File: src/source/axiwr_pkg.sv
// Widths, AXI4 constants and channel payload structs for the posted write path.
// Modules import this package wherever they build or decode AW, W or B payloads.

package axiwr_pkg;

    ////////////////////////////////////////////////////////////////////
    // Bus widths
    ////////////////////////////////////////////////////////////////////

    localparam int ADDR_W = 32;
    localparam int DATA_W = 64;
    localparam int STRB_W = DATA_W / 8;

    ////////////////////////////////////////////////////////////////////
    // AXI4 encodings
    ////////////////////////////////////////////////////////////////////

    // 8 bytes per beat
    localparam logic [2:0] AXI_SIZE       = 3'd3;
    localparam logic [1:0] AXI_BURST_INCR = 2'b01;
    // Unprivileged, non-secure, data access
    localparam logic [2:0] AXI_PROT_DATA  = 3'b010;

    localparam logic [1:0] RESP_OKAY   = 2'b00;
    localparam logic [1:0] RESP_SLVERR = 2'b10;

    ////////////////////////////////////////////////////////////////////
    // Channel payloads
    ////////////////////////////////////////////////////////////////////

    // AW channel, 48 bits
    typedef struct packed {
        logic [ADDR_W-1:0] addr;
        logic [7:0]        len;
        logic [2:0]        size;
        logic [1:0]        burst;
        logic [2:0]        prot;
    } aw_req_t;

    // W channel, 73 bits
    typedef struct packed {
        logic [DATA_W-1:0] data;
        logic [STRB_W-1:0] strb;
        logic              last;
    } w_beat_t;

    // B channel
    typedef struct packed {
        logic [1:0] resp;
    } b_resp_t;

endpackage

File: src/source/wdata_fifo.sv
// Write data FIFO between the request side and the AXI4 W channel.
// The memory read is registered and a second output register drives W.
// hold from the address holder blocks writes until an address is captured.

`timescale 1ns/1ns

module wdata_fifo #(
    parameter int FIFO_DEPTH = 16
) (
    input  logic               clk,
    input  logic               rst,
    input  logic               in_valid,
    output logic               in_ready,
    input  axiwr_pkg::w_beat_t in_beat,
    input  logic               hold,
    output logic               push,
    output logic               out_valid,
    input  logic               out_ready,
    output axiwr_pkg::w_beat_t out_beat
);
    import axiwr_pkg::*;

    localparam int PTR_W = $clog2(FIFO_DEPTH);

    // Pointers carry one extra wrap bit
    logic [PTR_W:0] wr_ptr;
    logic [PTR_W:0] rd_ptr;

    w_beat_t mem [FIFO_DEPTH];
    w_beat_t rd_data;
    logic    rd_valid;

    logic full;
    logic empty;
    logic write;
    logic read;
    logic load_out;

    assign full  = (wr_ptr[PTR_W] != rd_ptr[PTR_W]) &&
                   (wr_ptr[PTR_W-1:0] == rd_ptr[PTR_W-1:0]);
    assign empty = (wr_ptr == rd_ptr);

    assign in_ready = !full && !hold;
    assign write    = in_valid && in_ready;
    assign push     = write;

    // Output stage takes a new beat when empty or when W is accepted
    assign load_out = out_ready || !out_valid;
    assign read     = !empty && (load_out || !rd_valid);

    ////////////////////////////////////////////////////////////////////
    // Pointers and valid flags
    ////////////////////////////////////////////////////////////////////

    always_ff @(posedge clk) begin
        if (rst) begin
            wr_ptr    <= '0;
            rd_ptr    <= '0;
            rd_valid  <= 1'b0;
            out_valid <= 1'b0;
        end else begin
            if (write) begin
                wr_ptr <= wr_ptr + 1'b1;
            end
            if (read) begin
                rd_ptr <= rd_ptr + 1'b1;
            end
            if (load_out || !rd_valid) begin
                rd_valid <= !empty;
            end
            if (load_out) begin
                out_valid <= rd_valid;
            end
        end
    end

    ////////////////////////////////////////////////////////////////////
    // Storage and data path
    ////////////////////////////////////////////////////////////////////

    always_ff @(posedge clk) begin
        if (write) begin
            mem[wr_ptr[PTR_W-1:0]] <= in_beat;
        end
        if (read) begin
            rd_data <= mem[rd_ptr[PTR_W-1:0]];
        end
        if (load_out) begin
            out_beat <= rd_data;
        end
    end

endmodule

File: src/source/aw_hold.sv
// Holds one write address until its data beats sit in the write data FIFO.
// Counts FIFO push pulses against len; a burst deeper than the FIFO is
// released once the FIFO fills so the W channel can start draining it.

`timescale 1ns/1ns

module aw_hold #(
    parameter int FIFO_DEPTH = 16
) (
    input  logic               clk,
    input  logic               rst,
    input  logic               in_valid,
    output logic               in_ready,
    input  axiwr_pkg::aw_req_t in_aw,
    input  logic               push,
    output logic               hold,
    output logic               aw_valid,
    input  logic               aw_ready,
    output axiwr_pkg::aw_req_t aw
);
    import axiwr_pkg::*;

    localparam logic [1:0] ST_IDLE  = 2'd0;
    localparam logic [1:0] ST_FILL  = 2'd1;
    localparam logic [1:0] ST_DRAIN = 2'd2;

    localparam logic [8:0] DEPTH_CNT = 9'(FIFO_DEPTH);

    logic [1:0] state;
    logic [1:0] state_next;
    logic [8:0] count;
    logic [8:0] count_next;
    logic       hold_next;
    logic       in_ready_next;
    logic       aw_valid_next;
    aw_req_t    aw_next;

    always_comb begin
        state_next    = state;
        count_next    = count;
        hold_next     = hold;
        aw_next       = aw;
        aw_valid_next = aw_valid && !aw_ready;
        in_ready_next = 1'b0;

        case (state)
            ST_IDLE: begin
                hold_next = 1'b1;
                // Only take a new address once AW output has gone idle
                in_ready_next = !aw_valid_next;
                if (in_valid && in_ready) begin
                    aw_next       = in_aw;
                    count_next    = '0;
                    hold_next     = 1'b0;
                    in_ready_next = 1'b0;
                    state_next    = ST_FILL;
                end
            end
            ST_FILL: begin
                if (push) begin
                    count_next = count + 9'd1;
                    if (count == {1'b0, aw.len}) begin
                        // Whole burst stored
                        aw_valid_next = 1'b1;
                        hold_next     = 1'b1;
                        state_next    = ST_IDLE;
                    end else if (count_next == DEPTH_CNT) begin
                        // FIFO full, let W drain the rest
                        aw_valid_next = 1'b1;
                        state_next    = ST_DRAIN;
                    end
                end
            end
            ST_DRAIN: begin
                if (push) begin
                    count_next = count + 9'd1;
                    if (count == {1'b0, aw.len}) begin
                        hold_next  = 1'b1;
                        state_next = ST_IDLE;
                    end
                end
            end
            default: begin
                state_next = ST_IDLE;
            end
        endcase
    end

    always_ff @(posedge clk) begin
        if (rst) begin
            state    <= ST_IDLE;
            count    <= '0;
            hold     <= 1'b1;
            in_ready <= 1'b0;
            aw_valid <= 1'b0;
        end else begin
            state    <= state_next;
            count    <= count_next;
            hold     <= hold_next;
            in_ready <= in_ready_next;
            aw_valid <= aw_valid_next;
        end
        aw <= aw_next;
    end

endmodule

File: src/source/axiwr_master.sv
// AXI4 write master built from the address holder and the write data FIFO.
// AW is released only after its data is stored; B passes straight through.

`timescale 1ns/1ns

module axiwr_master #(
    parameter int FIFO_DEPTH = 16
) (
    input  logic               clk,
    input  logic               rst,
    // Request side
    input  logic               s_aw_valid,
    output logic               s_aw_ready,
    input  axiwr_pkg::aw_req_t s_aw,
    input  logic               s_w_valid,
    output logic               s_w_ready,
    input  axiwr_pkg::w_beat_t s_w,
    output logic               s_b_valid,
    input  logic               s_b_ready,
    output axiwr_pkg::b_resp_t s_b,
    // AXI4 write channels
    output axiwr_pkg::aw_req_t m_axi_aw,
    output logic               m_axi_awvalid,
    input  logic               m_axi_awready,
    output axiwr_pkg::w_beat_t m_axi_w,
    output logic               m_axi_wvalid,
    input  logic               m_axi_wready,
    input  axiwr_pkg::b_resp_t m_axi_b,
    input  logic               m_axi_bvalid,
    output logic               m_axi_bready
);

    logic hold;
    logic push;

    aw_hold #(
        .FIFO_DEPTH (FIFO_DEPTH)
    ) u_aw_hold (
        .clk      (clk),
        .rst      (rst),
        .in_valid (s_aw_valid),
        .in_ready (s_aw_ready),
        .in_aw    (s_aw),
        .push     (push),
        .hold     (hold),
        .aw_valid (m_axi_awvalid),
        .aw_ready (m_axi_awready),
        .aw       (m_axi_aw)
    );

    wdata_fifo #(
        .FIFO_DEPTH (FIFO_DEPTH)
    ) u_wdata_fifo (
        .clk       (clk),
        .rst       (rst),
        .in_valid  (s_w_valid),
        .in_ready  (s_w_ready),
        .in_beat   (s_w),
        .hold      (hold),
        .push      (push),
        .out_valid (m_axi_wvalid),
        .out_ready (m_axi_wready),
        .out_beat  (m_axi_w)
    );

    // Responses come back in order, nothing to track
    assign s_b          = m_axi_b;
    assign s_b_valid    = m_axi_bvalid;
    assign m_axi_bready = s_b_ready;

endmodule

File: src/source/wr_req_tracker.sv
// Turns single-beat client write strobes into an AW item followed by a W beat.
// Counts requests still waiting for B and responses that were not OKAY.

`timescale 1ns/1ns

module wr_req_tracker (
    input  logic                         clk,
    input  logic                         rst,
    input  logic                         req_strobe,
    input  logic [axiwr_pkg::ADDR_W-1:0] req_addr,
    input  logic [axiwr_pkg::DATA_W-1:0] req_data,
    input  logic [axiwr_pkg::STRB_W-1:0] req_strb,
    output logic                         busy,
    output logic                         done,
    output logic [15:0]                  err_count,
    output logic [7:0]                   outstanding,
    output logic                         aw_valid,
    input  logic                         aw_ready,
    output axiwr_pkg::aw_req_t           aw,
    output logic                         w_valid,
    input  logic                         w_ready,
    output axiwr_pkg::w_beat_t           w,
    input  logic                         b_valid,
    output logic                         b_ready,
    input  axiwr_pkg::b_resp_t           b
);
    import axiwr_pkg::*;

    localparam logic [1:0] ST_IDLE = 2'd0;
    localparam logic [1:0] ST_AW   = 2'd1;
    localparam logic [1:0] ST_W    = 2'd2;

    logic [1:0]        state;
    logic [ADDR_W-1:0] addr_q;
    logic [DATA_W-1:0] data_q;
    logic [STRB_W-1:0] strb_q;
    logic              accept;
    logic              b_fire;

    assign accept  = req_strobe && (state == ST_IDLE);
    assign b_fire  = b_valid && b_ready;
    assign b_ready = 1'b1;

    assign busy     = (state != ST_IDLE);
    assign aw_valid = (state == ST_AW);
    assign w_valid  = (state == ST_W);

    // Single beat INCR bursts only
    assign aw = '{addr: addr_q, len: 8'd0, size: AXI_SIZE, burst: AXI_BURST_INCR,
                  prot: AXI_PROT_DATA};
    assign w  = '{data: data_q, strb: strb_q, last: 1'b1};

    // AW first, then W
    always_ff @(posedge clk) begin
        if (rst) begin
            state <= ST_IDLE;
        end else begin
            case (state)
                ST_IDLE: if (accept) state <= ST_AW;
                ST_AW:   if (aw_ready) state <= ST_W;
                ST_W:    if (w_ready) state <= ST_IDLE;
                default: state <= ST_IDLE;
            endcase
        end
    end

    always_ff @(posedge clk) begin
        if (accept) begin
            addr_q <= req_addr;
            data_q <= req_data;
            strb_q <= req_strb;
        end
    end

    ////////////////////////////////////////////////////////////////////
    // Completion counters
    ////////////////////////////////////////////////////////////////////

    always_ff @(posedge clk) begin
        if (rst) begin
            done        <= 1'b0;
            err_count   <= '0;
            outstanding <= '0;
        end else begin
            done <= b_fire;
            if (b_fire && (b.resp != RESP_OKAY)) begin
                err_count <= err_count + 16'd1;
            end
            // Accept and response in the same cycle cancel out
            case ({accept, b_fire})
                2'b10:   outstanding <= outstanding + 8'd1;
                2'b01:   outstanding <= outstanding - 8'd1;
                default: outstanding <= outstanding;
            endcase
        end
    end

endmodule

File: src/source/axiwr_top.sv
// Posted write path top level, client strobe interface in and AXI4 write out.
// FIFO_DEPTH sets the write data buffer and must be a power of two.

`timescale 1ns/1ns

module axiwr_top #(
    parameter int FIFO_DEPTH = 16
) (
    input  logic                         clk,
    input  logic                         rst,
    // Client
    input  logic                         req_strobe,
    input  logic [axiwr_pkg::ADDR_W-1:0] req_addr,
    input  logic [axiwr_pkg::DATA_W-1:0] req_data,
    input  logic [axiwr_pkg::STRB_W-1:0] req_strb,
    output logic                         busy,
    output logic                         done,
    output logic [15:0]                  err_count,
    output logic [7:0]                   outstanding,
    // AXI4 write channels
    output axiwr_pkg::aw_req_t           m_axi_aw,
    output logic                         m_axi_awvalid,
    input  logic                         m_axi_awready,
    output axiwr_pkg::w_beat_t           m_axi_w,
    output logic                         m_axi_wvalid,
    input  logic                         m_axi_wready,
    input  axiwr_pkg::b_resp_t           m_axi_b,
    input  logic                         m_axi_bvalid,
    output logic                         m_axi_bready
);
    import axiwr_pkg::*;

    logic    aw_valid;
    logic    aw_ready;
    aw_req_t aw;
    logic    w_valid;
    logic    w_ready;
    w_beat_t w;
    logic    b_valid;
    logic    b_ready;
    b_resp_t b;

    wr_req_tracker u_wr_req_tracker (
        .clk         (clk),
        .rst         (rst),
        .req_strobe  (req_strobe),
        .req_addr    (req_addr),
        .req_data    (req_data),
        .req_strb    (req_strb),
        .busy        (busy),
        .done        (done),
        .err_count   (err_count),
        .outstanding (outstanding),
        .aw_valid    (aw_valid),
        .aw_ready    (aw_ready),
        .aw          (aw),
        .w_valid     (w_valid),
        .w_ready     (w_ready),
        .w           (w),
        .b_valid     (b_valid),
        .b_ready     (b_ready),
        .b           (b)
    );

    axiwr_master #(
        .FIFO_DEPTH (FIFO_DEPTH)
    ) u_axiwr_master (
        .clk           (clk),
        .rst           (rst),
        .s_aw_valid    (aw_valid),
        .s_aw_ready    (aw_ready),
        .s_aw          (aw),
        .s_w_valid     (w_valid),
        .s_w_ready     (w_ready),
        .s_w           (w),
        .s_b_valid     (b_valid),
        .s_b_ready     (b_ready),
        .s_b           (b),
        .m_axi_aw      (m_axi_aw),
        .m_axi_awvalid (m_axi_awvalid),
        .m_axi_awready (m_axi_awready),
        .m_axi_w       (m_axi_w),
        .m_axi_wvalid  (m_axi_wvalid),
        .m_axi_wready  (m_axi_wready),
        .m_axi_b       (m_axi_b),
        .m_axi_bvalid  (m_axi_bvalid),
        .m_axi_bready  (m_axi_bready)
    );

endmodule

File: config.mk
export PLATFORM = sky130hd
export DESIGN_NAME = axiwr_top
export DESIGN_NICKNAME = d
export VERILOG_FILES = /design/src/source/axiwr_pkg.sv /design/src/source/wdata_fifo.sv /design/src/source/aw_hold.sv /design/src/source/axiwr_master.sv /design/src/source/wr_req_tracker.sv /design/src/source/axiwr_top.sv
export SDC_FILE = /design/constraint.sdc
export NUM_CORES = 1
export LEC_CHECK = 0
export BUFFER_PORTS_ARGS = -buffer_cell sky130_fd_sc_hd__buf_2
export CORE_MARGIN = 1
export CORE_UTILIZATION = 37
export CTS_BUF_LIST = sky130_fd_sc_hd__clkbuf_8
export DETAILED_ROUTE_END_ITERATION = 16
export PLACE_DENSITY = 0.57
export SYNTH_ARGS = -nofsm -noshare
export SYNTH_HDL_FRONTEND = slang
export SYNTH_HIERARCHICAL = 1
export SYNTH_SLANG_ARGS = --single-unit
File: constraint.sdc
create_clock -name clk -period 6.55 [get_ports clk]
set_input_delay 1.6375 -clock clk [delete_from_list [all_inputs] [get_ports clk]]
set_output_delay 1.6375 -clock clk [all_outputs]
set_load 0.005 [all_outputs]
==> qor.csv, run 1 <==
metric,value,unit
setup.worst_path.start_class,flip-flop,
fillers,13240,
avgSynthCellArea,21.24,um^2
post-route-period-util,0.6312,
drt-pass1-iter-count,6,
reg2reg_slack,2420,ps
tritoncts,built,
hold_path_class,reg -> reg,
ys_seq_area_frac,0.7925,
gp_congestion,0.7508,
synthTopCellsByCount,"edfxtp_1, mux4_2, nand2_1",
cts-root-buf,clkbuf_8,
critPathRequiredTime,7120,ps
max_cap_viol_count,0,
power_density,344.5,mW/mm^2
drtIter0Drc,2123,
synth_compound_area_frac,0.02826,
synth_cell_types,69,
p_total,22.30,mW
fin_skew,64.11,ps
ys_seq_elements,1519,
yosysMostFrequentCell,edfxtp_1,
clkLatencyLatePin,980,ps
yosys.area_share.simple,0.03546,
path_cells,xnor2_1 > and4_1 > a21oi_4 > and3_4 > buf_4,
layout-drive-gt1-share,0.2869,
synth_top_family_by_area,multiplexers,
synthArstFlopShare,0,
synth-edff-count,1466,
antenna_found_initial,9,
grt_pass1_vias,28030,
start_util,0.3736,
slowest_delay,970,ps
ctsHoldBuffers,0,
grt_pass1_wl,186600,um
cts_resized,0,
clockBufferDepth,3,
grt_usage,0.1625,
p_leak,20.77,nW
rsz0062_at_grt,no,
path_class,reg -> reg,
timing.fmax,241.9,MHz
vias_per_cell,5.072,
synth_top_flop_cell,edfxtp_1,
worst-path-buf-inv,1,
grt_overflow,0,
cp-end-kind,flip-flop,
cp_max_fo,49,
numCtsBuffers,241,
die_width,394.1,um
syn2layout_area_growth,13.79,%
setup_viol,0,
path_delay_family,simple AND/OR/NAND/NOR gates,
syn-instance-count,2678,
final-seq-area,0.04510,mm^2
tns,0,ps
slowest_stage,and3_4,
synthMuxAreaShare,0.1181,
port_buffers,260,
status,"finished, final reports clean",
final_hold_viol_count,0,
drt-total-wl,127000,um
slew_headroom,0.2390,
dieArea,0.1553,mm^2
yosys_warnings,6,
fin_nets,3201,
irDropWorstVdd,0.2889,mV
synth_top_cell_by_area,edfxtp_1,
netlist.area_leader.share,0.7739,
io_pins,262,
die_h,394.1,um
grt_max_degree,144,
clock_tree.htree_level_count,4,
core,0.1523,mm^2
drc_errors,0,
slew_violations,0,
multiInputGateArea,0.01098,mm^2
route.antenna.remaining_nets,0,
path_clk_slew,60,ps
syn_area,0.05689,mm^2
post_cts_buffers,0,
period_minus_slack,4134,ps
hpwl,65840,um
arrival,4700,ps
worstMarginPinSlew,1141,ps
num_vias,26930,
numClockSinks,1519,
synthXorXnorAreaFrac,0.005081,
synth.area.top_cells,"edfxtp_1, mux4_2, dfxtp_1",
num_rows,143,
wl_per_cell,23.92,um
post_synth_fa_ha_maj_area_fraction,0.003079,
[state kept, by name, summed over array words and instances, names as in the netlist]
| signal | count |
|---|---|
| u_axiwr_master/u_wdata_fifo/wr_ptr | 5 |
| u_axiwr_master/u_wdata_fifo/mem | 1168 |
| u_wr_req_tracker/outstanding | 8 |
| u_axiwr_master/u_aw_hold/count | 9 |
| u_wr_req_tracker/state | 2 |
| u_wr_req_tracker/addr_q | 32 |
| u_axiwr_master/u_wdata_fifo/rd_ptr | 5 |
| u_axiwr_master/u_wdata_fifo/out_beat | 73 |
| u_axiwr_master/u_wdata_fifo/out_valid | 1 |
| u_axiwr_master/u_aw_hold/state | 2 |
| u_axiwr_master/u_wdata_fifo/rd_valid | 1 |
| u_axiwr_master/u_aw_hold/aw | 48 |
| u_axiwr_master/u_aw_hold/hold | 1 |
| u_wr_req_tracker/done | 1 |
| u_wr_req_tracker/err_count | 16 |
| u_wr_req_tracker/data_q | 64 |
| u_wr_req_tracker/strb_q | 8 |
| u_axiwr_master/u_aw_hold/in_ready | 1 |
| u_axiwr_master/u_wdata_fifo/rd_data | 73 |
| u_axiwr_master/u_aw_hold/aw_valid | 1 |
[worst paths after layout]
path,depth (start not counted),to,start
setup / recovery,5,u_axiwr_master/u_wdata_fifo/mem[11][18],u_axiwr_master/u_wdata_fifo/rd_ptr[0]
hold / removal,0,u_axiwr_master/u_wdata_fifo/out_beat[50],u_axiwr_master/u_wdata_fifo/rd_data[50]
setup reg to reg,5,u_axiwr_master/u_wdata_fifo/mem[11][18],u_axiwr_master/u_wdata_fifo/rd_ptr[0]
hold reg to reg,0,u_axiwr_master/u_wdata_fifo/out_beat[50],u_axiwr_master/u_wdata_fifo/rd_data[50]
[where the power goes]
| group | internal, mW | switching (mW) |
|---|---|---|
| clock | 3.60 | 3.73 |
| sequential | 11.4 | 0.458 |
| combinational | 1.59 | 1.57 |
[cell type report]
cell class                      count  share of cell area
Sequential cell                  1519              0.6967
Clock buffer                      250             0.05316
Antenna cell                        4           0.0001546
Tap cell                         2030             0.03924
Multi-Input combinational cell    998              0.1696
Inverter                           15            0.001024
Clock inverter                    194             0.01459
Timing Repair Buffer              300             0.02551
[metrics by stage]
step                        util  setup slack (ps)  instance area, um^2  std cells  hold WS [ps]
after global routing      0.4251              2080                64730       5309         414.6
after detailed placement  0.3963              2284                60340       4862         404.5
after global placement    0.3963              2309                60340       4862         400.3
after floorplan                -              1319                56950       2694         400.3
final                     0.4251              2416                64730       5310         412.6
after CTS                 0.4251              2262                64720       5306         403.5
[placed cells by master (no fill, tap or decap), types with 16 or more instances in the layout]
cell type | Yosys | routed
edfxtp_1 | 1466 | 1466
mux4_2 | 292 | 292
buf_2 | 42 | 260
clkbuf_8 | 2 | 250
nand2_1 | 168 | 168
inv_1 | 14 | 105
nor2b_1 | 88 | 88
a31oi_1 | 76 | 76
a211oi_1 | 66 | 66
clkinv_1 | 0 | 64
dfxtp_1 | 53 | 49
nor2_1 | 48 | 48
buf_4 | 38 | 36
clkinv_2 | 0 | 20
a21oi_1 | 21 | 20
conb_1 | 2 | 18
xor2_1 | 17 | 17
nand3_1 | 16 | 16
xnor2_1 | 16 | 16
[per-layer routing]
metal	track usage	routed length, um	vias up
met5	0	0	-
met4	0.04600	2353	0
met3	0.03340	6021	189
met2	0.2685	63130	700
met1	0.2175	55500	14270
li1	-	-	11770
[worst reg2reg max path, cell delays in order (launching register included)]
cell and delay, ps:
dfxtp_4 960, xnor2_1 190, and4_1 390, a21oi_4 570, and3_4 980, buf_4 650
[cell families (layout without fill, tap and decap cells)]
family          after synthesis  in the layout
mux                         305            305
simple gates                405            405
flops                      1519           1519
buf+inv                     177            759
fa+ha+maj                    14             14
other cells                   2             22
compound gates              223            223
xor+xnor                     33             33
Note: power is estimated with default switching activity, not from simulation.
==> inputs of run 2 (changes only) <==
ABC_AREA = 1   (was not set)
PLACE_DENSITY = 0.58   (was 0.57)
clock period = 3.4 ns   (was 6.55 ns; I/O delays follow)
==> run 2 against run 1 <==
Against the previous run:
- critical path depth increased by 1
- largest power group unchanged
- design area is 3.8% higher
- sequential power up 99%
- clock skew shrank 12 ps
==> qor.csv, run 2 <==
metric,value,unit,change
placed_cell_area,0.06161,mm^2,+2.1%
start_util,0.3740,,+0.0004338
io_pins,262,,unchanged
hold_path_class,in -> reg,,
setup_viol,0,,unchanged
final_cell_mix,"edfxtp_1, nor2_1, o21ai_0",,
post_synth_fa_ha_maj_area_fraction,0.003026,,-0.00005337
port_buffers,260,,unchanged
synth-edff-count,1466,,unchanged
max_cap_viol_count,0,,unchanged
whs_endpoint,u_wr_req_tracker/addr_q[7],,
synthXorXnorAreaFrac,0.001816,,-0.003265
path_common_cell,nand3_1,,
p_total,46.75,mW,+110%
swShare,0.2959,,+0.03788
num_rows,144,,+0.70%
gp_congestion,0.7846,,+4.5%
drt-pass1-iter-count,5,,-1
die_h,397.6,um,+0.87%
synthArstFlopShare,0,,unchanged
met3_length,8413,um,+40%
netlist.area_leader.share,0.7604,,-0.01341
syn2layout_area_growth,16.04,%,
power_density,695.9,mW/mm^2,+100%
dp_slack,523.4,ps,-1760 ps
clkPwrFrac,0.321,,-0.008
slew_headroom,0.06931,,-0.1697
syn_area,0.05789,mm^2,+1.8%
setup_ws,178.1,ps,-2238 ps
setup.worst_path.start_class,flip-flop,,
fillers,14040,,+6.1%
reg2reg_slack,180,ps,-2240 ps
wirelength_met1,63950,um,+15%
slowest_delay,720,ps,-250 ps
numCtsBuffers,274,,+14%
arrival,3840,ps,-860 ps
yosysMostFrequentCell,edfxtp_1,,
drtIter0Drc,3110,,+46%
pwr-share-comb,0.177,,+0.035
syn-instance-count,4234,,+58%
post-route-period-util,0.9476,,+0.3164
fin_skew,51.84,ps,-12.28 ps
min_path_cells,1,,+1
slew_violations,0,,unchanged
final_hold_viol_count,0,,unchanged
vias_per_cell,5.095,,+0.45%
dr_wl_met2,67940,um,+7.6%
tritoncts,built,,
worst-path-buf-inv,2,,+1
p_sw,13.83,mW,+140%
clockBufferDepth,4,,+1
synthTopCellsByCount,"edfxtp_1, nor2_1, o21ai_0",,
dieArea,0.1580,mm^2,+1.8%
numClockSinks,1519,,unchanged
p_int,32.92,mW,+99%
reg2reg_to,u_axiwr_master/u_wdata_fifo/rd_data[61],,
worstMarginPinSlew,1396,ps,+254.6 ps
critPathRequiredTime,4020,ps,-3100 ps
p_leak,22.86,nW,+10%
grt_pass1_wl,213600,um,+15%
synth_top_cell_by_area,edfxtp_1,,
synth_cell_types,40,,-42%
grt_pass1_vias,34020,,+21%
r2r_cells,6,,+1
cp-startpoint,u_axiwr_master/u_wdata_fifo/rd_ptr[0],,
die_width,397.6,um,+0.87%
timing.fmax,310.4,MHz,+28%
wl_per_cell,20.92,um,-13%
drt-total-wl,144400,um,+14%
cp-end-kind,flip-flop,,
post_cts_buffers,0,,unchanged
largest_reg_flops,1168,,unchanged
hpwl,71610,um,+8.8%
ys_seq_elements,1519,,unchanged
synth_compound_area_frac,0.09363,,+0.06537
slowest_stage,dfxtp_4,,
route.antenna.remaining_nets,0,,unchanged
pwr-share-seq,0.502,,-0.028
final_common_cell,edfxtp_1,,
status,"finished, final reports clean",,
antenna_found_initial,4,,-5
synth_top_family_by_area,compound AO/OA/AOI/OAI gates,,
yosys_warnings,6,,unchanged
postLayoutCellArea,0.06718,mm^2,+3.8%
irDropWorstVdd,0.5524,mV,+91%
cts-root-buf,clkbuf_8,,
num_vias,35170,,+31%
synth.area.top_cells,"edfxtp_1, o21ai_0, nor2_1",,
r2r_start,u_axiwr_master/u_wdata_fifo/rd_ptr[0],,
clock_tree.htree_level_count,5,,+1
yosys.area_share.simple,0.09134,,+0.05588
topRoutingLayerUsed,met5,,
fin_util,0.4341,,+0.008929
layout-drive-gt1-share,0.1449,,-0.1420
core,0.1548,mm^2,+1.6%
clkLatencyLatePin,960,ps,-20 ps
tns,0,ps,unchanged
fin_nets,4815,,+50%
avgSynthCellArea,13.67,um^2,-36%
path_clk_slew,60,ps,about the same
drc_errors,0,,unchanged
grt_max_degree,232,,+61%
period_minus_slack,3222,ps,-912.4 ps
min_from,req_addr[7],,
ys_seq_area_frac,0.7788,,-0.01374
grt_usage,0.1797,,+0.01713
cp_max_fo,204,,+320%
grt_overflow,0,,unchanged
synthMuxAreaShare,0,,-0.1181
path_class,reg -> reg,,
rsz0062_at_grt,no,,
path_delay_family,flip-flops,,
synth_top_flop_cell,edfxtp_1,,
path_cells,inv_8 > buf_12 > o21ai_0 > o211ai_1 > nand3_1 > nand3_1,,
-- run 2: cells by family (layout without fill, tap and decap cells) --
| group | Yosys count | count (layout) |
|---|---|---|
| DFF | 1519 | 1519 |
| and+or+nand+nor | 1328 | 1328 |
| AOI/OAI and AO/OA | 970 | 970 |
| buffers and inverters | 389 | 997 |
| adders and majority gates | 14 | 14 |
| xor gates and xnor gates | 12 | 12 |
| other | 2 | 19 |
-- run 2: power by group through the flow --
stage / registers, mW / clock network [mW] / logic [mW]
after floorplan: 23.4 / 0 / 5.56
after global placement: 23.8 / 0 / 8.16
after detailed placement: 23.8 / 0 / 8.22
after CTS: 23.5 / 15.4 / 8.34
after global routing: 23.6 / 16.2 / 9.22
final: 23.5 / 15.0 / 8.25
-- run 2: final cells by class --
type / instances / area [um^2] / area share
Inverter: 126 / 496.7 / 0.007394
Multi-Input combinational cell: 2342 / 11190 / 0.1666
Timing Repair Buffer: 426 / 3206 / 0.04772
Tap cell: 2044 / 2557 / 0.03807
Sequential cell: 1519 / 45090 / 0.6713
Clock buffer: 277 / 3812 / 0.05675
Antenna cell: 1 / 2.502 / 0.00003725
Clock inverter: 168 / 818.3 / 0.01218
-- run 2: repair_timing --
item / 4_1_cts / 5_1_grt
resized for setup: 0 / 0
hold buffers: 93 / 0
hold endpoints to repair: 93 / 0
-- run 2: layer usage --
metal	global-route usage	vias to the layer above
met5	0	-
met4	0.06875	2
met3	0.02908	281
met2	0.2851	1136
met1	0.2478	17410
li1	-	16340
-- run 2: per-stage QoR --
| stage | instances | hold WS, ps |
|---|---|---|
| 2_1_floorplan | 4250 | 400.3 |
| 3_3_place_gp | 6364 | 400.3 |
| 3_5_place_dp | 6364 | 404.5 |
| 4_1_cts | 6902 | 2.120 |
| 5_1_grt | 6903 | 47.90 |
| 6_report | 6903 | 103.8 |
-- run 2: how the worst max path moves through the flow --
| stage | to | slack (ps) | cells after the start |
|---|---|---|---|
| 6_report | u_axiwr_master/u_wdata_fifo/rd_data[61] | 180 | 6 |
| 5_1_grt | u_axiwr_master/u_wdata_fifo/mem[2][47] | 290 | 10 |
| 4_1_cts | u_axiwr_master/u_wdata_fifo/mem[2][51] | 460 | 10 |
| 3_5_place_dp | u_axiwr_master/u_wdata_fifo/mem[2][31] | 520 | 10 |
| 3_3_place_gp | u_axiwr_master/u_wdata_fifo/mem[10][31] | 570 | 10 |
| 2_1_floorplan | u_axiwr_master/u_wdata_fifo/mem[13][0] | -210 | 10 |
